--- config.mk ---
export PLATFORM = sky130hd
export DESIGN_NAME = barrel_shifter_flat
export DESIGN_NICKNAME = d
export VERILOG_FILES = /design/src/common/shift_pkg.sv /design/src/common/shift_ctrl_if.sv /design/src/shifter/barrel_shifter.sv /design/src/flat_wrapper.sv
export VERILOG_INCLUDE_DIRS = /design/src /design/src/common
export SDC_FILE = /design/constraint.sdc
export NUM_CORES = 1
export LEC_CHECK = 0
export BUFFER_PORTS_ARGS = -buffer_cell sky130_fd_sc_hd__clkbuf_2
export CAP_MARGIN = 20
export CORE_UTILIZATION = 40
export DETAILED_ROUTE_END_ITERATION = 16
export SYNTH_ARGS = -nofsm -noshare
export SYNTH_HDL_FRONTEND = slang
export SYNTH_SLANG_ARGS = --single-unit
export TNS_END_PERCENT = 5
--- constraint.sdc ---
create_clock -name vclk -period 4.03
set_input_delay 1.209 -clock vclk [all_inputs]
set_output_delay 1.209 -clock vclk [all_outputs]
set_load 0.02 [all_outputs]
--- src/common/shifter_defines.svh ---
`ifndef SHIFTER_DEFINES_SVH
`define SHIFTER_DEFINES_SVH

// Width of the switch word and of the shift result
`define SHIFT_DATA_W 16

// clk_demo cycles between scan/debounce ticks
// Small for simulation, set large on the board
`define SHIFT_TICK_DIV 8

// Agreeing tick samples before a button level is accepted
`define SHIFT_DEBOUNCE_TICKS 4

`endif

--- src/common/shift_pkg.sv ---
`default_nettype none

package shift_pkg;

    // Shifter operation, decoded from rotate and direction
    typedef enum logic [1:0] {
        OP_SLL = 2'b00,
        OP_SRL = 2'b01,
        OP_ROL = 2'b10,
        OP_ROR = 2'b11
    } shift_op_e;

    // Four-bit shift amount, high pair from the counter
    typedef logic [3:0] shamt_t;

endpackage

`default_nettype wire

--- src/common/shift_ctrl_if.sv ---
`default_nettype none
`include "shifter_defines.svh"

// Operands and result between shift control and the shifter
interface shift_ctrl_if;
    import shift_pkg::*;

    logic [`SHIFT_DATA_W-1:0] data;
    shamt_t                   amount;
    shift_op_e                op;
    logic [`SHIFT_DATA_W-1:0] result;

    modport ctrl (
        output data,
        output amount,
        output op,
        input  result
    );

    modport shifter (
        input  data,
        input  amount,
        input  op,
        output result
    );

endinterface

`default_nettype wire

--- src/shifter/barrel_shifter.sv ---
`default_nettype none
`include "shifter_defines.svh"

module barrel_shifter (
    shift_ctrl_if.shifter bus
);
    import shift_pkg::*;

    logic                     left;
    logic                     rot;
    logic [`SHIFT_DATA_W-1:0] stage [0:4];

    // One stage: fixed distance, fill with zeros or wrapped bits
    function automatic logic [`SHIFT_DATA_W-1:0] shift_stage(
        input logic [`SHIFT_DATA_W-1:0] d,
        input int unsigned              n,
        input logic                     to_left,
        input logic                     wrap
    );
        logic [`SHIFT_DATA_W-1:0] moved;
        logic [`SHIFT_DATA_W-1:0] spill;
        begin
            if (to_left) begin
                moved = d << n;
                spill = d >> (`SHIFT_DATA_W - n);
            end else begin
                moved = d >> n;
                spill = d << (`SHIFT_DATA_W - n);
            end
            shift_stage = wrap ? (moved | spill) : moved;
        end
    endfunction

    assign left = (bus.op == OP_SLL) || (bus.op == OP_ROL);
    assign rot  = (bus.op == OP_ROL) || (bus.op == OP_ROR);

    assign stage[0] = bus.data;

    ////////////////////////////////////////
    // Log stages of 1, 2, 4 and 8
    ////////////////////////////////////////
    genvar g;
    generate
        for (g = 0; g < 4; g++) begin : g_stage
            assign stage[g+1] = bus.amount[g]
                              ? shift_stage(stage[g], 1 << g, left, rot)
                              : stage[g];
        end
    endgenerate

    assign bus.result = stage[4];

endmodule

`default_nettype wire

--- src/flat_wrapper.sv ---
// flat-port wrapper written by rule: the top's interface ports become plain ports
module barrel_shifter_flat import shift_pkg::*;
  (bus_data, bus_amount, bus_op, bus_result);
  shift_ctrl_if bus_i ();
  input wire logic [$bits(bus_i.data)-1:0] bus_data;
  input wire logic [$bits(bus_i.amount)-1:0] bus_amount;
  input wire logic [$bits(bus_i.op)-1:0] bus_op;
  output wire logic [$bits(bus_i.result)-1:0] bus_result;
  assign bus_i.data = bus_data;
  assign bus_i.amount = bus_amount;
  assign bus_i.op = bus_op;
  assign bus_result = bus_i.result;
  barrel_shifter u_core (.bus(bus_i));
endmodule
Yosys cells after proc, flatten, opt, wreduce, memory -nomap -nowiden
Index checks and enable logic that the tools add are counted.
{ "classes": {"n_eq_ne": 2, "bitwise": 4, "muxes": 16, "n_reduce_logical": 3} }
{ "ops": {"columns": ["operator", "n"], "rows": [
  ["$mux 16", 16],
  ["$or 16x16->16", 4],
  ["$eq 2x2->1 const B", 2],
  ["$logic_not 2->1", 1],
  ["$logic_or 1x1->1", 2]
]} }
{ "word_totals": {"register_bits": 0, "output_inout_bits": 16, "wordCells": 25, "inputBits": 22} }

Longest topological paths before layout
{ "depth": {"ltp_word": 18, "mapped_depth": 8, "depth_no_buf": 5} }

Worst setup path after synthesis
OpenSTA, ideal clock, no wires.
{ "synth_timing": {"kind": "input to output", "from": "input port bus_amount[0]", "to": "output port bus_result[15]", "path_stages": 8, "path_buffers": 3, "arrival_time_ps": 2855, "t_required_ps": 2821, "slack_ps": -34, "path_cell_list": "buf_2 > buf_4 > buf_2 > nor2_1 > a211oi_1 > a21oi_1 > o21a_1 > o32ai_1"} }
{ "synth_between": {"elab_chain_cells": 13, "word_cells_on_any_way": 16, "cone_classes": "mux (13); bitwise (3)"} }
{ "synth_rtl": {"columns": ["item", "line", "rtl"], "rows": [
  ["from (decl)", "flat_wrapper.sv:6", "input wire logic [$bits(bus_i.amount)-1:0] bus_amount;"],
  ["$mux 16 *", "barrel_shifter.sv:46", "? shift_stage(stage[g], 1 << g, left, rot)"],
  ["$mux 16", "barrel_shifter.sv:23", "if (to_left) begin"],
  ["$or 16x16->16", "barrel_shifter.sv:30", "shift_stage = wrap ? (moved | spill) : moved;"],
  ["$mux 16", "barrel_shifter.sv:30", null],
  ["$mux 16 *", "barrel_shifter.sv:46", null],
  ["$mux 16", "barrel_shifter.sv:23", null],
  ["$or 16x16->16", "barrel_shifter.sv:30", null],
  ["$mux 16", "barrel_shifter.sv:30", null],
  ["$mux 16 *", "barrel_shifter.sv:46", null],
  ["$mux 16", "barrel_shifter.sv:23", null],
  ["$or 16x16->16", "barrel_shifter.sv:30", null],
  ["$mux 16", "barrel_shifter.sv:30", null],
  ["$mux 16 *", "barrel_shifter.sv:46", null],
  ["to (decl)", "flat_wrapper.sv:8", "output wire logic [$bits(bus_i.result)-1:0] bus_result;"]
]} }
Every way passes the cells marked *; elsewhere a longest branch is shown, timed or not.

Worst setup path after layout
{ "layout_timing": {"from": "input port bus_amount[0]", "to": "output port bus_result[8]"} }
Same word-level chain as after synthesis.

==> out/qor.csv <==
metric,value,unit
Setup TNS,-0.371,ns
antenna violations before repair,0,
diode count,0,
grt total ovfl,0,
crit-path max cell delay,0.37,ns
Worst-Margin Slew,0.481,ns
detailed-router iteration count before antenna repair,5,
Layout Area Growth over Synthesis,44.5,%
endpoints failing hold,0,
CP max stage cell,a221o_1,
total chip power,379,µW
Mapped Avg Cell Area,6.65,µm²
Die Span X,69.4,µm
share of cells above drive strength 1,37.8,%
crit share post-route,102,%
Post-synth top cells,"mux2i_1 (30), nor2_1 (24), a21oi_1 (21), nand2_1 (21), o21ai_0 (16)",
drt total wl,8270,µm
die area,0.00482,mm²
vias per inst,6.77,
Cell Pwr Density,144,mW/mm²
DR iter-0 viols,279,
DRC,0,
static leakage,0.00118,µW
"Cell Area, Synth",0.00182,mm²
critical path endpoint category,output port,
layout net count,371,
sequential-to-total area share from yosys stat,0,%
outcome,"finished, violations left",
Die Y,69.4,µm
WHS Endpoint,bus_result[4],
max frequency,244,MHz
Starting Density,41.7,%
Yosys warnings,0,
failing checks,negative setup slack,
clock buffer count,0,
seq_cells,0,
startpoint class of the critical path,input port,
CORE AREA,0.00435,mm²
Yosys top cell area share,16.5,%
fin crit period,4.10,ns
critical hold path startpoint,bus_amount[3],
critical path required time,2.82,ns
Critical Path Fanout Max,8,
Rows,24,
CP Class,in -> out,
dpl hpwl,6150,µm
synth top area cells,"mux2i_1 (17%), a21oi_1 (5.8%), mux4_2 (5.0%), nor2_1 (5.0%), o21ai_0 (4.4%)",
Final setup viols,9,
Slew headroom,67.1,%
Max Slew Vio Count,0,
I/O pins,38,
vias in the first global route,2527,
Hold Crit Class,in -> out,
routed via count,2703,
post-synthesis net count,295,
Hold Path Depth,3,
hold_ws,2.90,ns
post-route setup slack,-0.0680,ns
most frequent cell after synthesis,mux2i_1,
max-cap viol count,0,
drt wl/cell,20.7,µm
Register Area,0,µm²
largest net degree at the start of global routing,31,
unrepaired setup endpoints after global routing,yes,
leading area contributor after synthesis,mux2i_1,
peak supply drop,0.0000696,V
gpl congestion,0.965,
Cells after Synth,273,
port bufs,38,
CP arrival,2.89,ns
first-pass GRT wire length,12900,µm
crit-path cells,clkbuf_4 > buf_12 > mux2i_1 > nor2_1 > a211o_1 > a221o_1 > a32o_1 > clkbuf_2,
antenna-violating nets left,0,
Yosys cell types,49,
gr usage total,33.0,%
-- logic make-up after synthesis --
family	share of synthesized area, %
AO/OA/AOI/OAI	42.3
AND/OR/NAND/NOR	23.4
multiplexers	24.4
buffers and inverters	9.92
-- placed cells by master, fill, tap and decap left out, drive strengths merged, types with 3 or more instances in the layout --
cell type / Yosys / final
o22ai: 12 / 12
a32o: 4 / 4
o32ai: 4 / 4
a211oi: 7 / 7
a21oi: 21 / 21
a2111oi: 4 / 4
buf: 19 / 73
nor2b: 5 / 5
o21ai: 18 / 18
mux2: 4 / 4
mux4: 4 / 4
nor2: 24 / 24
a21o: 3 / 3
a311o: 6 / 6
mux2i: 30 / 30
a211o: 5 / 5
nor3: 6 / 6
o2bb2ai: 4 / 4
clkbuf: 12 / 31
inv: 7 / 6
nand2: 21 / 21
nand3: 10 / 10
nand2b: 9 / 9
a31oi: 4 / 4
-- power breakdown --
part | internal (µW) | switching, µW
clock | 0 | 0
combinational | 171 | 208
sequential | 0 | 0
total | 171 | 208
-- cell type report --
| type | count | area [µm²] |
|---|---|---|
| Inverter | 7 | 30.0 |
| Fill cell | 422 | 1730 |
| Timing Repair Buffer | 105 | 818 |
| Tap cell | 52 | 65.1 |
| Multi-Input combinational cell | 235 | 1710 |
-- per-layer routing --
| metal | part of all wire, % | global-route usage (%) |
|---|---|---|
| met1 | 41 | 44.0 |
| met2 | 45 | 54.4 |
| met3 | 9.0 | 3.05 |
| met4 | 4.9 | 13.4 |
| met5 | 0 | 0 |
-- timing repair --
| action | CTS | global route |
|---|---|---|
| cloned | 1 | 2 |
| buffers inserted | 0 | 1 |
| hold buffers | 0 | 0 |
| pin swaps | 1 | 2 |
| setup endpoints to repair | 14 | 16 |
| gates resized for setup | 10 | 29 |
-- stage by stage --
step	setup slack (ns)	cells	util [%]	cell area [µm²]
2_1_floorplan	-0.0344	273	-	1820
4_1_cts	-0.0672	396	57.3	2490
3_3_place_gp	-0.119	395	55.5	2420
3_5_place_dp	-0.144	395	55.5	2420
5_1_grt	-0.153	399	60.3	2630
6_report	-0.0680	399	60.3	2630
-- how the worst max path moves through the flow --
stage	start	to	slack [ns]	cells after the start
after floorplan	bus_amount[0]	bus_result[15]	-0.03	8
after global placement	bus_op[0]	bus_result[14]	-0.12	7
after detailed placement	bus_op[0]	bus_result[6]	-0.14	7
after CTS	bus_op[0]	bus_result[14]	-0.07	7
after global routing	bus_amount[1]	bus_result[2]	-0.15	9
final	bus_amount[0]	bus_result[8]	-0.07	8
-- critical path: cells and delay by family --
kind	cells	cell delay, ns
mux	1	0.21
buf+inv	3	0.47
compound gates	3	0.92
simple gates	1	0.09
(Power assumes the default switching activity.)
