<file path="src/common/shifter_defines.svh">
`ifndef SHIFTER_DEFINES_SVH
`define SHIFTER_DEFINES_SVH

// Width of the switch word and of the shift result
`define SHIFT_DATA_W 16

// clk_demo cycles between scan/debounce ticks
// Small for simulation, set large on the board
`define SHIFT_TICK_DIV 8

// Agreeing tick samples before a button level is accepted
`define SHIFT_DEBOUNCE_TICKS 4

`endif

</file>
<file path="src/common/shift_pkg.sv">
`default_nettype none

package shift_pkg;

    // Shifter operation, decoded from rotate and direction
    typedef enum logic [1:0] {
        OP_SLL = 2'b00,
        OP_SRL = 2'b01,
        OP_ROL = 2'b10,
        OP_ROR = 2'b11
    } shift_op_e;

    // Four-bit shift amount, high pair from the counter
    typedef logic [3:0] shamt_t;

endpackage

`default_nettype wire

</file>
<file path="src/common/shift_ctrl_if.sv">
`default_nettype none
`include "shifter_defines.svh"

// Operands and result between shift control and the shifter
interface shift_ctrl_if;
    import shift_pkg::*;

    logic [`SHIFT_DATA_W-1:0] data;
    shamt_t                   amount;
    shift_op_e                op;
    logic [`SHIFT_DATA_W-1:0] result;

    modport ctrl (
        output data,
        output amount,
        output op,
        input  result
    );

    modport shifter (
        input  data,
        input  amount,
        input  op,
        output result
    );

endinterface

`default_nettype wire

</file>
<file path="src/hdl/shift_control.sv">
`default_nettype none
`include "shifter_defines.svh"

module shift_control (
    input  logic                     clk_demo,
    input  logic                     reset,
    input  logic [`SHIFT_DATA_W-1:0] sw,
    input  logic                     dir,
    input  logic                     rotate,
    input  logic [1:0]               amt_lo,
    input  logic                     advance,
    shift_ctrl_if.ctrl               ctrl,
    output logic [`SHIFT_DATA_W-1:0] result_out,
    output logic [7:0]               led
);
    import shift_pkg::*;

    logic [1:0] amt_hi;
    shamt_t     amount;
    shift_op_e  op_dec;

    // High pair of the amount, one step per press
    always_ff @(posedge clk_demo) begin
        if (reset) begin
            amt_hi <= 2'b00;
        end else if (advance) begin
            amt_hi <= amt_hi + 2'd1;
        end
    end

    assign amount = {amt_hi, amt_lo};

    // Direction 0 is left
    always_comb begin
        case ({rotate, dir})
            2'b00:   op_dec = OP_SLL;
            2'b01:   op_dec = OP_SRL;
            2'b10:   op_dec = OP_ROL;
            default: op_dec = OP_ROR;
        endcase
    end

    ////////////////////////////////////////
    // Registered controls and LED word
    ////////////////////////////////////////
    always_ff @(posedge clk_demo) begin
        if (reset) begin
            ctrl.amount <= '0;
            ctrl.op     <= OP_SLL;
            led         <= 8'h00;
        end else begin
            ctrl.amount <= amount;
            ctrl.op     <= op_dec;
            led         <= {amount, rotate, dir, 2'b00};
        end
    end

    // Switch word, plain payload
    always_ff @(posedge clk_demo) begin
        ctrl.data <= sw;
    end

    // Shifter output on to the display
    assign result_out = ctrl.result;

endmodule

`default_nettype wire

</file>
<file path="src/flat_wrapper.sv">
// flat-port wrapper written by rule: the top's interface ports become plain ports
module shift_control_flat import shift_pkg::*;
  (clk_demo, reset, sw, dir, rotate, amt_lo, advance, result_out, led, ctrl_data, ctrl_amount, ctrl_op, ctrl_result);
  shift_ctrl_if ctrl_i ();
  input  logic clk_demo;
  input  logic reset;
  input  logic [`SHIFT_DATA_W-1:0] sw;
  input  logic dir;
  input  logic rotate;
  input  logic [1:0] amt_lo;
  input  logic advance;
  output logic [`SHIFT_DATA_W-1:0] result_out;
  output logic [7:0] led;
  output wire logic [$bits(ctrl_i.data)-1:0] ctrl_data;
  output wire logic [$bits(ctrl_i.amount)-1:0] ctrl_amount;
  output wire logic [$bits(ctrl_i.op)-1:0] ctrl_op;
  input wire logic [$bits(ctrl_i.result)-1:0] ctrl_result;
  assign ctrl_data = ctrl_i.data;
  assign ctrl_amount = ctrl_i.amount;
  assign ctrl_op = ctrl_i.op;
  assign ctrl_i.result = ctrl_result;
  shift_control u_core (.clk_demo(clk_demo), .reset(reset), .sw(sw), .dir(dir), .rotate(rotate), .amt_lo(amt_lo), .advance(advance), .ctrl(ctrl_i), .result_out(result_out), .led(led));
endmodule
</file>
<file path="config.mk">
export PLATFORM = sky130hd
export DESIGN_NAME = shift_control_flat
export DESIGN_NICKNAME = d
export VERILOG_FILES = /design/src/common/shift_pkg.sv /design/src/common/shift_ctrl_if.sv /design/src/hdl/shift_control.sv /design/src/flat_wrapper.sv
export VERILOG_INCLUDE_DIRS = /design/src /design/src/common
export SDC_FILE = /design/constraint.sdc
export NUM_CORES = 1
export LEC_CHECK = 0
export ABC_CLOCK_PERIOD_IN_PS = 900
export BUFFER_PORTS_ARGS = -buffer_cell sky130_fd_sc_hd__clkbuf_2
export CORE_UTILIZATION = 30
export CTS_BUF_LIST = sky130_fd_sc_hd__clkbuf_8 sky130_fd_sc_hd__clkbuf_16
export CTS_CLUSTER_DIAMETER = 30
export CTS_CLUSTER_SIZE = 30
export DETAILED_ROUTE_END_ITERATION = 8
export PLACE_DENSITY = 0.74
export SETUP_SLACK_MARGIN = 0.4
export SLEW_MARGIN = 40
export SYNTH_ARGS = -nofsm -noshare
export SYNTH_HDL_FRONTEND = slang
export SYNTH_SLANG_ARGS = --single-unit
</file>
<file path="constraint.sdc">
create_clock -name clk_demo -period 0.9 [get_ports clk_demo]
set_clock_uncertainty 0.05 [all_clocks]
set_input_delay 0.135 -clock clk_demo [delete_from_list [all_inputs] [get_ports clk_demo]]
set_output_delay 0.135 -clock clk_demo [all_outputs]
set_load 0.1 [all_outputs]
</file>
# == After elaboration in Yosys (flattened, before gate mapping) ==
# Cells that the tools add are included.
# totals
reg_bits,32
input_bits,39
output_inout_bits,46
elab_cells,11
# op_classes
n_addsub,1
eq_ne,2
n_mux,1
n_reduce_logical,1
# op_table
operator,n
case mux 2 bit (3 select lines),1
"adder 2 x 1 -> 2 bit, second input constant",1
"equality test 2 x 1 -> 1 bit, second input constant",1
"equality test 2 bit, second input constant",1
zero test 2 bit,1

# == Longest topological paths before layout ==
# depth
word_depth,2
ltp_mapped,2
ltp_nobuf,2

# == Worst setup path after synthesis ==
# Ideal clock, no wire load.
# synth_path
path_type,reg2out
from,register u_core.led[4]
to,output led[4]
arrival_ns,1.356
required_ns,0.715
setup_slack_ns,-0.641
stages_incl_launch_ff,2
n_path_buf,1
path_cell_list,dfxtp_1 -> buf_4
# synth_rtl
element,line,source
from (decl),shift_control.sv:14,output logic [7:0] led
from (signal assigned),shift_control.sv:54,"led <= {amount, rotate, dir, 2'b00};"
to (decl),flat_wrapper.sv:13,output logic [7:0] led;
# No word-level cell between the ends.

==> impl_metrics.csv <==
group,metric,value,unit
die,start_util,0.3178,
critical_path,cp_num_cells,1,
critical_path,critical-path-top-delay-family,"flip-flops",
critical_path,worstSetupPathType,"reg2out",
detailed_routing,post_drt_via_cell_ratio,4.040,
yosys,synth_area,794.5,µm²
detailed_routing,vias,509,
finish,nNetsFinal,136,
yosys,ys_types,9,
global_route,antenna_found_initial,0,
min_path,hold_path_class,"in2reg",
yosys,synthTopCellsByCount,"26 x dfxtp_1, 22 x buf_4, 7 x and2b_2",
critical_path,slowest_stage,"dfxtp_4",
yosys,async_flop_share,0,
timing,fin_ws,-0.1056,ns
detailed_routing,dr.pass1.iters,4,
critical_path,required,0.71,ns
yosys,synth_edf_count,0,
critical_path,worstSetupEndpoint,"ctrl_amount[3]",
critical_path,critPathLaunch,"u_core.led[7]$_SDFF_PP0_",
clock_tree,htreeDepth,1,
timing,hold_viol_final,16,
outcome,status,"finished, violations left",
yosys,synth-seq-cells,26,
detailed_routing,drt_wl_total,1539,µm
global_route,grt_max_degree,16,
critical_path,crit_path_end_kind,"primary output",
global_route,grt_pass1_vias,494,
timing,max_freq,994.5,MHz
critical_path,worstPathCellList,"buf_12",
yosys,synth_area_leaders,"dfxtp_1 66%, buf_4 21%, and2b_2 7.7%, mux2_4 1.9%, nor2b_2 1.1%",
finish,area_growth,93.07,%
critical_path,r2r_slack,0.04,ns
die,die_w,53.46,µm
power,power.leakage,0.6837,nW
timing,rsz0062_at_grt,"yes",
yosys,ys_warn_count,0,
power,power,3.081,mW
critical_path,cp_max_fo,2,
flow_run,maxCapViolCount,0,
power,p_per_area,2009,mW/mm²
yosys,synth_area_per_cell,12.81,µm²
clock_tree,cts_tree,"yes",
clock_tree,cts_num_sinks,26,
global_route,grt_pass1_wl,2387,µm
critical_path,cp_slowest_stage_delay,0.38,ns
outcome,violations,"negative hold slack, negative setup slack",
global_route,overflow,0,
die,core_area,0.002500,mm²
place,gp_congestion,0.5590,
clock_tree,clockBufferDepth,2,
die,ioPinCount,85,
place,hpwl,1355,µm
die,rows,18,
finish,diodes,0,
critical_path,crit_arrival,0.82,ns
die,dieArea,0.002858,mm²
clock_tree,clock_latency,0.26,ns
yosys,synth.most_common_cell,"dfxtp_1",
detailed_routing,antenna_left,0,
place,pre_cts_slack,0.05709,ns
place,place_area,0.001440,mm²
yosys,synth-main-ff-cell,"dfxtp_1",
detailed_routing,drt_iter0_drc,2,
clock_tree,ctsRootBufferMaster,"clkbuf_8",
critical_path,worstPathBufferInverterCount,1,
die,die_y,53.46,µm
detailed_routing,drcViolationCount,0,
finish,drive_gt1_frac,0.9583,
power,ir_worst_vdd,1.545,mV
clock_tree,cts_made_buffers,3,
timing,hold_slack,-0.08549,ns
yosys,syn_inst,62,
critical_path,worst-r2r-cell-count,2,
timing,period_share,1.117,
global_route,track_usage,0.1254,
yosys,synth-seq-area-share,0.6551,
timing,fin_crit,1.006,ns
critical_path,r2r-start,"u_core.amt_hi[0]$_SDFFE_PP0P_",
clock_tree,clkTransAtPathRegs,0.08,ns
timing,slew_violations,0,
yosys,synth_area_leader_cell,"dfxtp_1",
finish,final_cell_area,0.001534,mm²
timing,setup_viol,28,
detailed_routing,wire_per_inst,12.21,µm
place,port_buffers,50,
critical_path,start_kind,"flip-flop",
critical_path,r2r_end,"u_core.amt_hi[1]$_SDFFE_PP0P_",
yosys,synth_top_area_frac,0.6551,
layout make-up:
class	count	area, µm²
Clock buffer	3	41.29
Clock inverter	1	30.03
Fill cell	174	965.9
Multi-Input combinational cell	15	127.6
Sequential cell	26	615.6
Tap cell	30	37.54
Timing Repair Buffer	51	681.9
layer usage:
layer,routed length [µm],GRT usage,up-vias
li1,-,-,231
met4,37,0.07018,0
met3,185,0.04885,10
met5,0,0,-
met2,888,0.2438,47
met1,426,0.1042,221
cell families after synthesis:
| logic type | Yosys count | share of synthesized area |
|---|---|---|
| muxes | 1 | 0.01889 |
| DFF | 26 | 0.6551 |
| xor gates and xnor gates | 1 | 0.01103 |
| buffers and inverters | 22 | 0.2079 |
| and+or+nand+nor | 11 | 0.1024 |
| other | 1 | 0.004720 |
report_power, final:
group | switching [mW] | internal, mW | total, mW
Combinational | 0.588 | 0.327 | 0.915
Clock | 0.324 | 0.594 | 0.918
Sequential | 0.0605 | 1.19 | 1.25
Total | 0.972 | 2.11 | 3.08
cells in the final DEF, fill, tap and decap left out, drive strengths merged:
cell and count:
and2b 7, buf 29, bufinv 1, clkbuf 25
conb 2, dfxtp 26, mux2 1, nand2 1
nor2 2, nor2b 1, xnor2 1
worst min-delay path by stage:
stage / slack [ns] / startpoint / cells after the start / to
after floorplan: 0.11 / sw[0] / 0 / u_core.ctrl.data[0]$_DFF_P_
after global placement: 0.19 / sw[2] / 1 / u_core.ctrl.data[2]$_DFF_P_
after detailed placement: 0.19 / sw[2] / 1 / u_core.ctrl.data[2]$_DFF_P_
after CTS: -0.1 / sw[2] / 1 / u_core.ctrl.data[2]$_DFF_P_
after global routing: -0.10 / sw[7] / 1 / u_core.ctrl.data[7]$_DFF_P_
final: -0.09 / sw[2] / 1 / u_core.ctrl.data[2]$_DFF_P_
registers in the layout, indices dropped and copies added (netlist names):
register / count
u_core.ctrl.data: 16
u_core.led: 6
u_core.amt_hi: 2
u_core.ctrl.op: 2
timing repair:
action	in CTS	in global routing
setup buffers	1	0
setup endpoints to repair	32	32
endpoints found under the hold margin	16	16
cloned	0	0
resized for setup	4	0
stage by stage:
stage	utilization	setup TNS [ns]	instances	hold WS (ns)
after floorplan	-	-0.1112	63	0.1127
after global placement	0.5761	0	121	0.1881
after detailed placement	0.5761	0	121	0.1891
after CTS	0.6136	-2.644	126	-0.09685
after global routing	0.6136	-3.170	126	-0.1005
final	0.6136	-2.195	126	-0.08549
(Power assumes the default switching activity.)
