$ cat src/common/shifter_defines.svh
`ifndef SHIFTER_DEFINES_SVH
`define SHIFTER_DEFINES_SVH

// Width of the switch word and of the shift result
`define SHIFT_DATA_W 16

// clk_demo cycles between scan/debounce ticks
// Small for simulation, set large on the board
`define SHIFT_TICK_DIV 8

// Agreeing tick samples before a button level is accepted
`define SHIFT_DEBOUNCE_TICKS 4

`endif

$ cat src/hdl/tick_gen.sv
`default_nettype none
`include "shifter_defines.svh"

module tick_gen (
    input  logic clk_demo,
    input  logic reset,
    output logic tick
);

    localparam int CNT_W = $clog2(`SHIFT_TICK_DIV);

    logic [CNT_W-1:0] div_cnt;

    // One-cycle enable every SHIFT_TICK_DIV cycles
    always_ff @(posedge clk_demo) begin
        if (reset) begin
            div_cnt <= '0;
            tick    <= 1'b0;
        end else if (div_cnt == CNT_W'(`SHIFT_TICK_DIV - 1)) begin
            div_cnt <= '0;
            tick    <= 1'b1;
        end else begin
            div_cnt <= div_cnt + 1'b1;
            tick    <= 1'b0;
        end
    end

endmodule

`default_nettype wire

$ cat config.mk
export PLATFORM = sky130hd
export DESIGN_NAME = tick_gen
export DESIGN_NICKNAME = d
export VERILOG_FILES = /design/src/hdl/tick_gen.sv
export VERILOG_INCLUDE_DIRS = /design/src /design/src/common
export SDC_FILE = /design/constraint.sdc
export NUM_CORES = 1
export LEC_CHECK = 0
export ABC_CLOCK_PERIOD_IN_PS = 2100
export BUFFER_PORTS_ARGS = -buffer_cell sky130_fd_sc_hd__buf_2
export CAP_MARGIN = 20
export CELL_PAD_IN_SITES_DETAIL_PLACEMENT = 0
export CELL_PAD_IN_SITES_GLOBAL_PLACEMENT = 1
export CORE_AREA = 2 2 39 41
export CTS_CLUSTER_DIAMETER = 200
export DETAILED_ROUTE_END_ITERATION = 10
export DIE_AREA = 0 0 41 43
export HOLD_SLACK_MARGIN = 0.02
export PLACE_DENSITY = 0.36
export SLEW_MARGIN = 10
export SYNTH_ARGS = -nofsm -noshare
export SYNTH_HDL_FRONTEND = slang
export SYNTH_SLANG_ARGS = --single-unit
$ cat constraint.sdc
create_clock -name clk_demo -period 2.1 [get_ports clk_demo]
set_input_delay 0.42 -clock clk_demo [delete_from_list [all_inputs] [get_ports clk_demo]]
set_output_delay 0.42 -clock clk_demo [all_outputs]
set_load 0.005 [all_outputs]
**After elaboration in Yosys (flattened, before gate mapping)**

Index checks and enable logic that the tools add are counted.

- Register bits: 4
- Input port bits: 2
- Word-level logic and storage cells: 6

- $add $sub $neg: 1
- Equal/unequal tests: 1
- Muxes and demuxes: 1
- Reductions and logical operators: 1

Operators with widths:

| kind | number |
|---|---|
| 3-bit by 1-bit adder with 3-bit output (second input constant) | 1 |
| 3-bit == test (second input constant) | 1 |
| 2-bit OR reduction | 1 |
| 1-bit two-way mux | 1 |

**Logic depth before layout (Yosys ltp)**

Gate-level depths: netlist of run 1.

- Word-level depth: 2
- Depth in mapped cells: 3
- Mapped depth without buffers: 3

**Worst setup path before layout of run 1**

OpenSTA, ideal clock, no wires.

- Path kind: register to register
- From: reg div_cnt[0]
- To: reg div_cnt[2]
- Arrival: 0.848 ns
- Required time: 1.982 ns
- Setup slack: 1.134 ns
- Cell stages (with the launch flop): 4
- Path buffers: 0
- Period minus slack after synthesis: 0.966 ns
- Cells stage by stage: dfxtp_1 -> ha_1 -> ha_1 -> nor3b_1

- Longest elaborated chain between the ends: 2
- Elaborated cells between the ends (all ways): 3
- Those cells by class: add/sub (1); eq/ne (1); reduce/logical (1)

Ends and longest elaborated chain:

| item | RTL line | source |
|---|---|---|
| from (decl) | tick_gen.sv:12 | `logic [CNT_W-1:0] div_cnt;` |
| from (signal assigned) | tick_gen.sv:23 | `div_cnt <= div_cnt + 1'b1;` |
| branches (longest 2 deep; another with 3-bit by 1-bit adder with 3-bit output) | - |  |

Several ways; the timed one is not identified.
A chain may end at the register's enable or synchronous reset.

**Final worst setup path of run 1**

- From: reg tick
- To: out tick

RTL lines:

| item | RTL line | source |
|---|---|---|
| from (decl) | tick_gen.sv:7 | `output logic tick` |
| from (signal assigned) | tick_gen.sv:18 | `tick <= 1'b0;` |
| from (signal assigned) | tick_gen.sv:21 | `tick <= 1'b1;` |
| from (signal assigned) | tick_gen.sv:24 | `tick <= 1'b0;` |

No word-level cell between the ends.

==> results of run 1 <==
cell usage in the layout, fill, tap and decap left out:
cell / Yosys / layout
dfxtp_1: 4 / 4
nor3b_1: 2 / 2
nor3_1: 1 / 1
buf_2: 0 / 2
clkbuf_4: 0 / 3
ha_1: 2 / 2
nor2b_1: 1 / 1
worst paths after layout:
path,slack (ps),depth (start not counted),endpoint
worst max-delay path,1050,1,tick
worst min-delay path,390,2,tick$_SDFF_PP0_
worst max register to register,1110,3,div_cnt[2]$_SDFF_PP0_
worst min register to register,410,1,div_cnt[0]$_SDFF_PP0_
layer usage:
| metal | vias up | GRT usage [%] |
|---|---|---|
| li1 | 45 | - |
| met5 | - | 0 |
| met1 | 36 | 3.18 |
| met3 | 0 | 4.71 |
| met4 | 0 | 2.00 |
| met2 | 5 | 1.88 |
power by group:
part	leakage, uW	switching, uW	internal [uW]
sequential	0.0000329	1.67	81.5
combinational	0.0000363	3.31	4.95
clock	0.0000138	29.7	63.8
cell type report:
type | count | area (um2) | area share (%)
Clock buffer | 3 | 22.5 | 12.2
Sequential cell | 4 | 80.1 | 43.5
Multi-Input combinational cell | 6 | 51.3 | 27.9
Timing Repair Buffer | 2 | 10.0 | 5.44
Tap cell | 16 | 20.0 | 10.9
through the flow:
stage | area [um2] | utilization [%]
6_report | 184 | 13.3
2_1_floorplan | 131 | -
3_3_place_gp | 161 | 11.7
4_1_cts | 184 | 13.3
3_5_place_dp | 161 | 11.7
5_1_grt | 184 | 13.3
registers in the layout (all words and copies together) (netlist names):
signal,count
div_cnt,3
tick,1
cell families after synthesis:
| logic type | share of synthesized area [%] |
|---|---|
| adder cells (fa/ha/maj) | 19.0 |
| flip-flops | 61.0 |
| AND/OR/NAND/NOR | 20.0 |
==> impl_metrics.csv, run 1 <==
group,metric,value,unit
detailed_routing,totalWireLength,174,um
grt,grt_usage,2.80,%
logic_synthesis,synth_top_area_share,61.0,%
cells_and_area,antenna-diode-count,0,
logic_synthesis,synth_area,131,um2
grt,antenna_found_initial,0,
worst_hold_path,hold_start,"reset",
detailed_routing,wl_met3,37,um
detailed_routing,drt_iter0_drc,3,
logic_synthesis,synth_area_per_cell,13.1,um2
setup_path,cp_top_family,"flip-flops",
cells_and_area,layout-drive-gt1-share,33.3,%
logic_synthesis,synthCells,10,
clock_tree,cts_buffer_depth,2,
die,io_pins,3,
clock_tree,clock-sinks,4,
logic_synthesis,synth_seq_area_share,61.0,%
detailed_routing,first_pass_iters,2,
logic_synthesis,synth_edf_count,0,
detailed_routing,top_layer,"met3",
detailed_routing,drcViolationCount,0,
detailed_routing,num_vias,86,
die,die_area,1760,um2
grt,grt_pass1_wl,262,um
detailed_routing,viasPerCell,2.77,
clock_tree,cts_hold_buf,0,
timing,tightestPinTransition,149,ps
clock_tree,htree_levels,1,
clock_tree,cts_setup_buffers,0,
placement,gp_congestion,0.443,
setup_path,path_cells,"buf_2",
setup_path,critical_path_arrival,630,ps
setup_path,path_class,"reg2out",
die,coreArea,1380,um2
logic_synthesis,yosysMostFrequentCell,"dfxtp_1",
cells_and_area,synthToLayoutAreaGrowth,40.0,%
timing,rsz0062_at_grt,"false",
timing,fmax,0.953,GHz
power,power.total,185,uW
setup_path,slowest_delay,280,ps
detailed_routing,drtAntennaViolNets,0,
power,pwr_density_cell,1010,nW/um2
logic_synthesis,yosysTopAreaCell,"dfxtp_1",
timing,slew_headroom,90.0,%
logic_synthesis,ys_types,5,
worst_hold_path,min_path_type,"in2reg",
timing,finalCritPeriodShare,50.0,%
setup_path,critical_path_required,1680,ps
setup_path,critical_path.slowest_cell,"dfxtp_1",
logic_synthesis,synth_ff_type,"dfxtp_1",
cells_and_area,final_nets,21,
timing,hold_ws,393,ps
die,fp.dieH,43,um
timing,hold_violations,0,
placement,dpl.cell_count,28,
job,drv_cap,0,
detailed_routing,wl_met2,53,um
outcome,status,"finished, final reports clean",
setup_path,critPathCaptureType,"primary output",
clock_tree,worst_skew_pair.late_latency,230,ps
logic_synthesis,ys_warn_count,0,
clock_tree,cts_buffers,3,
timing,tns,0,ps
timing,finalSetupViolCount,0,
die,start_util,9.49,%
placement,place_ws,1100,ps
power,p_leak,0.0000830,uW
detailed_routing,m1WireLength,83,um
clock_tree,cts_root_buf,"clkbuf_4",
grt,grt_pass1_vias,70,
cells_and_area,stdcell_count,31,
logic_synthesis,synthArstFlopShare,0,%
timing,worst_slack,1050,ps
detailed_routing,wl_per_cell,5.61,um
grt,grt_max_degree,5,
clock_tree,clkTransAtPathRegs,40,ps
die,fp-row-count,14,
timing,min_period,1050,ps
setup_path,path_buf_inv,1,
logic_synthesis,synth_fp_nets,14,
setup_path,path_max_fanout,1,
setup_path,r2r-start,"div_cnt[0]$_SDFF_PP0_",
setup_path,worstSetupStartpoint,"tick$_SDFF_PP0_",
clock_tree,cts_tree,"done",
logic_synthesis,synth.area.top_cells,"dfxtp_1 (61%), ha_1 (19%), nor3b_1 (11%)",
die,fp.dieW,41,um
grt,grt.overflow.total,0,
cells_and_area,fill_cells,152,
setup_path,cp-start-kind,"register",
placement,port_buffers,2,
timing,fin_skew,5.87,ps
logic_synthesis,synth_common_cells,"dfxtp_1 (4), ha_1 (2), nor3b_1 (2)",
logic_synthesis,ys_ff_latch,4,
timing,drv_slew,0,
power,irDropWorstVdd,0.000201,V
clock_tree,cts_resized,0,
(Power assumes the default switching activity.)
==> inputs of run 2 (changes only) <==
--- a/config.mk
+++ b/config.mk
@@ -6,7 +6,7 @@
 export SDC_FILE = /design/constraint.sdc
 export NUM_CORES = 1
 export LEC_CHECK = 0
-export ABC_CLOCK_PERIOD_IN_PS = 2100
+export ABC_CLOCK_PERIOD_IN_PS = 950
 export BUFFER_PORTS_ARGS = -buffer_cell sky130_fd_sc_hd__buf_2
 export CAP_MARGIN = 20
 export CELL_PAD_IN_SITES_DETAIL_PLACEMENT = 0
@@ -16,7 +16,7 @@
 export DETAILED_ROUTE_END_ITERATION = 10
 export DIE_AREA = 0 0 41 43
 export HOLD_SLACK_MARGIN = 0.02
-export PLACE_DENSITY = 0.36
+export PLACE_DENSITY = 0.37
 export SLEW_MARGIN = 10
 export SYNTH_ARGS = -nofsm -noshare
 export SYNTH_HDL_FRONTEND = slang
==> constraint.sdc (replaced) <==
create_clock -name clk_demo -period 0.95 [get_ports clk_demo]
set_input_delay 0.19 -clock clk_demo [delete_from_list [all_inputs] [get_ports clk_demo]]
set_output_delay 0.19 -clock clk_demo [all_outputs]
set_load 0.005 [all_outputs]
==> run 2 against run 1 <==
Compared with the run above: critical path depth up 2; via count increased by 9.3%; combinational power grew to 4.2 times the previous value; total power increased by 130%; clock skew about the same; register-to-register slack worse by 1100 ps; sequential cell count is the same; global-route usage grew 1.7 points; cell area up 27%; sequential power rose by 130%; critical endpoint is now div_cnt[2]$_SDFF_PP0_; largest power group unchanged.
==> impl_metrics.csv, run 2 (synthesized netlist as in run 1, its figures left out) <==
group,metric,value,unit
power,irDropWorstVdd,0.000645,V
cells_and_area,antenna-diode-count,0,
detailed_routing,viasPerCell,2.94,
die,fp.dieH,43,um
clock_tree,worst_skew_pair.late_latency,230,ps
setup_path,path_max_fanout,2,
detailed_routing,wl_per_cell,8.34,um
setup_path,slowest_delay,320,ps
cells_and_area,finalCoreUtilization,16.9,%
setup_path,path_cells,"ha_4 -> ha_4 -> nor3b_2",
worst_hold_path,min_path_type,"in2reg",
clock_tree,clock-sinks,4,
die,start_util,9.49,%
clock_tree,cts_hold_buf,0,
timing,min_period,920,ps
timing,rsz0062_at_grt,"true",
timing,slew_headroom,91.9,%
setup_path,critical_path.slowest_cell,"dfxtp_2",
detailed_routing,num_vias,94,
setup_path,path_class,"reg2reg",
cells_and_area,regMostFlops,"div_cnt",
setup_path,path_buf_inv,0,
timing,drv_slew,0,
grt,grt_pass1_wl,420,um
clock_tree,clkTransAtPathRegs,40,ps
die,coreArea,1380,um2
detailed_routing,totalWireLength,267,um
timing,finalCritPeriodShare,96.8,%
cells_and_area,final_nets,22,
cells_and_area,synthToLayoutAreaGrowth,78.1,%
job,drv_cap,0,
power,p_leak,0.0000913,uW
clock_tree,cts_buffers,3,
timing,finalSetupViolCount,0,
setup_path,cpMostUsedCell,"ha_4",
cells_and_area,fill_cells,156,
placement,gp_congestion,0.497,
power,pwr_density_cell,1850,nW/um2
cells_and_area,seqCellArea,82.6,um2
cells_and_area,multi_input_area,91.3,um2
setup_path,critPathCaptureType,"register",
placement,port_buffers,2,
die,die_area,1760,um2
timing,hold_ws,197,ps
clock_tree,htree_levels,1,
clock_tree,cts_tree,"done",
timing,fin_skew,6.29,ps
cells_and_area,final_common_cell,"clkbuf_4",
cells_and_area,largest_reg_flops,3,
detailed_routing,drcViolationCount,0,
cells_and_area,largestRegisters,"div_cnt x3, tick x1",
detailed_routing,first_pass_iters,1,
timing,tns,0,ps
outcome,status,"finished, final reports clean",
die,fp-row-count,14,
setup_path,cp-start-kind,"register",
die,fp.dieW,41,um
grt,grt_usage,4.52,%
timing,tightestPinTransition,121,ps
detailed_routing,drtAntennaViolNets,0,
grt,grt_pass1_vias,106,
power,power.total,433,uW
detailed_routing,drt_iter0_drc,0,
timing,fmax,1.09,GHz
grt,grt.overflow.total,0,
die,io_pins,3,
cells_and_area,layout-drive-gt1-share,81.3,%
grt,grt_max_degree,5,
grt,antenna_found_initial,0,
setup_path,critical_path_arrival,1050,ps
setup_path,cp_top_family,"adder cells",
timing,hold_violations,0,
setup_path,critical_path_required,1080,ps
clock_tree,cts_buffer_depth,2,
clock_tree,cts_root_buf,"clkbuf_4",
## run 2: cell count changes in the layout (fill, tap and decap cells not counted), sizes merged
cell  previous run  this run
buf              2         3
## run 2: stage by stage
step	instances	worst slack [ps]	cell area (um2)
5_1_grt	32	-8.04	234
3_3_place_gp	28	-11.1	164
2_1_floorplan	10	2.59	134
6_report	32	30.4	234
4_1_cts	31	8.93	211
3_5_place_dp	28	-35.4	164
## run 2: routing by layer
metal / routed length (um) / up-vias / global-route usage (%)
met5: 0 / - / 0
met4: 0 / 0 / 0
met3: 55 / 0 / 9.42
met2: 101 / 7 / 4.38
met1: 110 / 40 / 4.18
li1: - / 47 / -
## run 2: final timing paths
check | start | endpoint | slack, ps | cells after the start
worst max register to register | div_cnt[0]$_SDFF_PP0_ | div_cnt[2]$_SDFF_PP0_ | 30 | 3
worst min register to register | div_cnt[0]$_SDFF_PP0_ | div_cnt[0]$_SDFF_PP0_ | 520 | 2
worst min-delay path | reset | div_cnt[0]$_SDFF_PP0_ | 200 | 2
worst max-delay path | div_cnt[0]$_SDFF_PP0_ | div_cnt[2]$_SDFF_PP0_ | 30 | 3
## run 2: repair_timing
action,4_1_cts,5_1_grt
buffers inserted,0,1
setup endpoints to repair,3,3
pin swaps,1,0
cloned,0,0
resized for setup,5,2
## run 2: final cells by class
cell class / count / share of cell area (%)
sequential: 4 / 35.3
multi-input combinational: 6 / 39.0
tap: 16 / 8.56
clock buffer: 3 / 9.63
timing repair buffer: 3 / 7.49
## run 2: report_power, final
part | total (uW) | switching, uW | internal [uW]
Sequential | 192 | 9.77 | 182
Clock | 206 | 65.5 | 141
Combinational | 34.6 | 12.3 | 22.4
Total | 433 | 87.5 | 345
==> inputs of run 3 (changes only) <==
--- a/config.mk
+++ b/config.mk
@@ -17,6 +17,7 @@
 export DIE_AREA = 0 0 41 43
 export HOLD_SLACK_MARGIN = 0.02
 export PLACE_DENSITY = 0.37
+export RECOVER_POWER = 25
 export SLEW_MARGIN = 10
 export SYNTH_ARGS = -nofsm -noshare
 export SYNTH_HDL_FRONTEND = slang
==> run 3 against run 2 <==
Compared with the run above: non-clock buffer count did not move; first-iteration DRC count did not move; critical path type unchanged; utilization fell by 0.090 points; cell count did not move; highest routed layer unchanged; fmax barely moved; sequential cell count did not move.
==> impl_metrics.csv, run 3 (synthesized netlist as in run 1, its figures left out) <==
group,metric,value,unit
setup_path,path_max_fanout,2,
clock_tree,cts_buffer_depth,2,
cells_and_area,regMostFlops,"div_cnt",
timing,rsz0062_at_grt,"true",
outcome,status,"finished, final reports clean",
placement,port_buffers,2,
timing,min_period,920,ps
clock_tree,htree_levels,1,
die,start_util,9.49,%
timing,tns,0,ps
setup_path,critPathCaptureType,"register",
cells_and_area,multi_input_area,91.3,um2
power,power.total,433,uW
cells_and_area,layout-drive-gt1-share,75.0,%
timing,finalSetupViolCount,0,
die,coreArea,1380,um2
clock_tree,clkTransAtPathRegs,40,ps
timing,worst_slack,30.4,ps
setup_path,reg2reg_slack,30,ps
detailed_routing,first_pass_iters,1,
die,io_pins,3,
timing,tightestPinTransition,121,ps
cells_and_area,largest_reg_flops,3,
setup_path,critical_path_arrival,1050,ps
detailed_routing,drcViolationCount,0,
clock_tree,cts_buffers,3,
cells_and_area,fill_cells,157,
grt,grt_pass1_wl,420,um
placement,dpl.cell_count,28,
cells_and_area,antenna-diode-count,0,
timing,fin_skew,6.29,ps
detailed_routing,drtAntennaViolNets,0,
grt,antenna_found_initial,0,
placement,place_ws,-35.4,ps
grt,grt_usage,4.52,%
die,fp.dieH,43,um
setup_path,r2r_end,"div_cnt[2]$_SDFF_PP0_",
worst_hold_path,min_path_type,"in2reg",
clock_tree,clock-sinks,4,
cells_and_area,synthToLayoutAreaGrowth,77.1,%
setup_path,endpoint,"div_cnt[2]$_SDFF_PP0_",
setup_path,critical_path_required,1080,ps
power,irDropWorstVdd,0.000645,V
job,drv_cap,0,
cells_and_area,final_common_cell,"clkbuf_4",
power,p_leak,0.0000869,uW
setup_path,r2r-start,"div_cnt[0]$_SDFF_PP0_",
detailed_routing,viasPerCell,2.94,
clock_tree,worst_skew_pair.late_latency,230,ps
timing,drv_slew,0,
setup_path,rr_worst_depth,3,
cells_and_area,layout_common_cells,"clkbuf_4 (3), nor3b_2 (2), ha_4 (2), dfxtp_2 (2), dfxtp_1 (2)",
timing,fmax,1.09,GHz
grt,grt.overflow.total,0,
die,fp-row-count,14,
timing,hold_ws,197,ps
clock_tree,cts_tree,"done",
cells_and_area,largestRegisters,"div_cnt x3, tick x1",
cells_and_area,stdcell_count,32,
detailed_routing,drt_iter0_drc,0,
timing,finalCritPeriodShare,96.8,%
die,fp.dieW,41,um
placement,gp_congestion,0.497,
cells_and_area,final_nets,22,
grt,grt_pass1_vias,106,
timing,slew_headroom,91.9,%
setup_path,path_class,"reg2reg",
timing,hold_violations,0,
die,die_area,1760,um2
setup_path,cp-start-kind,"register",
detailed_routing,totalWireLength,269,um
detailed_routing,num_vias,94,
setup_path,worstSetupStartpoint,"div_cnt[0]$_SDFF_PP0_",
grt,grt_max_degree,5,
detailed_routing,wl_per_cell,8.41,um
power,pwr_density_cell,1860,nW/um2
clock_tree,cts_root_buf,"clkbuf_4",
cells_and_area,seqCellArea,82.6,um2
run 3: cell types whose count changed in the layout (fill, tap and decap cells not counted):
| cell | before | now |
|---|---|---|
| buf_2 | 2 | 1 |
| clkbuf_1 | 0 | 1 |
run 3: metrics by stage:
step	instance area [um2]	utilization, %
3_5_place_dp	164	11.8
5_1_grt	233	16.8
2_1_floorplan	134	-
4_1_cts	211	15.3
6_report	233	16.8
3_3_place_gp	164	11.8
run 3: worst min-delay path by stage:
stage / from / endpoint / cells after the start
after floorplan: reset / tick$_SDFF_PP0_ / 1
after global placement: reset / tick$_SDFF_PP0_ / 2
after detailed placement: reset / tick$_SDFF_PP0_ / 2
after CTS: reset / tick$_SDFF_PP0_ / 2
after global routing: reset / div_cnt[0]$_SDFF_PP0_ / 2
final: reset / div_cnt[0]$_SDFF_PP0_ / 2
run 3: metal layers:
layer	global-route usage, %	vias to the layer above	part of all wire (%)
li1	-	47	-
met1	4.18	40	41
met2	4.38	7	38
met3	9.42	0	21
met4	0	0	0
met5	0	-	0
run 3: layout make-up:
cell class | count | area share, %
Clock buffer | 3 | 9.68
Multi-Input combinational cell | 6 | 39.2
Tap cell | 16 | 8.60
Sequential cell | 4 | 35.5
Timing Repair Buffer | 3 | 6.99
run 3: timing repair:
item / in CTS / in global routing
setup endpoints to repair: 3 / 3
pin swaps: 1 / 0
setup buffers: 0 / 1
hold buffers: 0 / 0
resized for setup: 5 / 2
run 3: critical path, cell delays in order (launching register included):
cell     delay [ps]
dfxtp_2         320
ha_4            160
ha_4            200
nor3b_2         140
run 3: where the power goes:
part | internal [uW] | total (uW) | switching [uW]
registers | 182 | 192 | 9.78
logic | 22.3 | 34.6 | 12.3
clock network | 141 | 206 | 65.5
total | 345 | 433 | 87.5
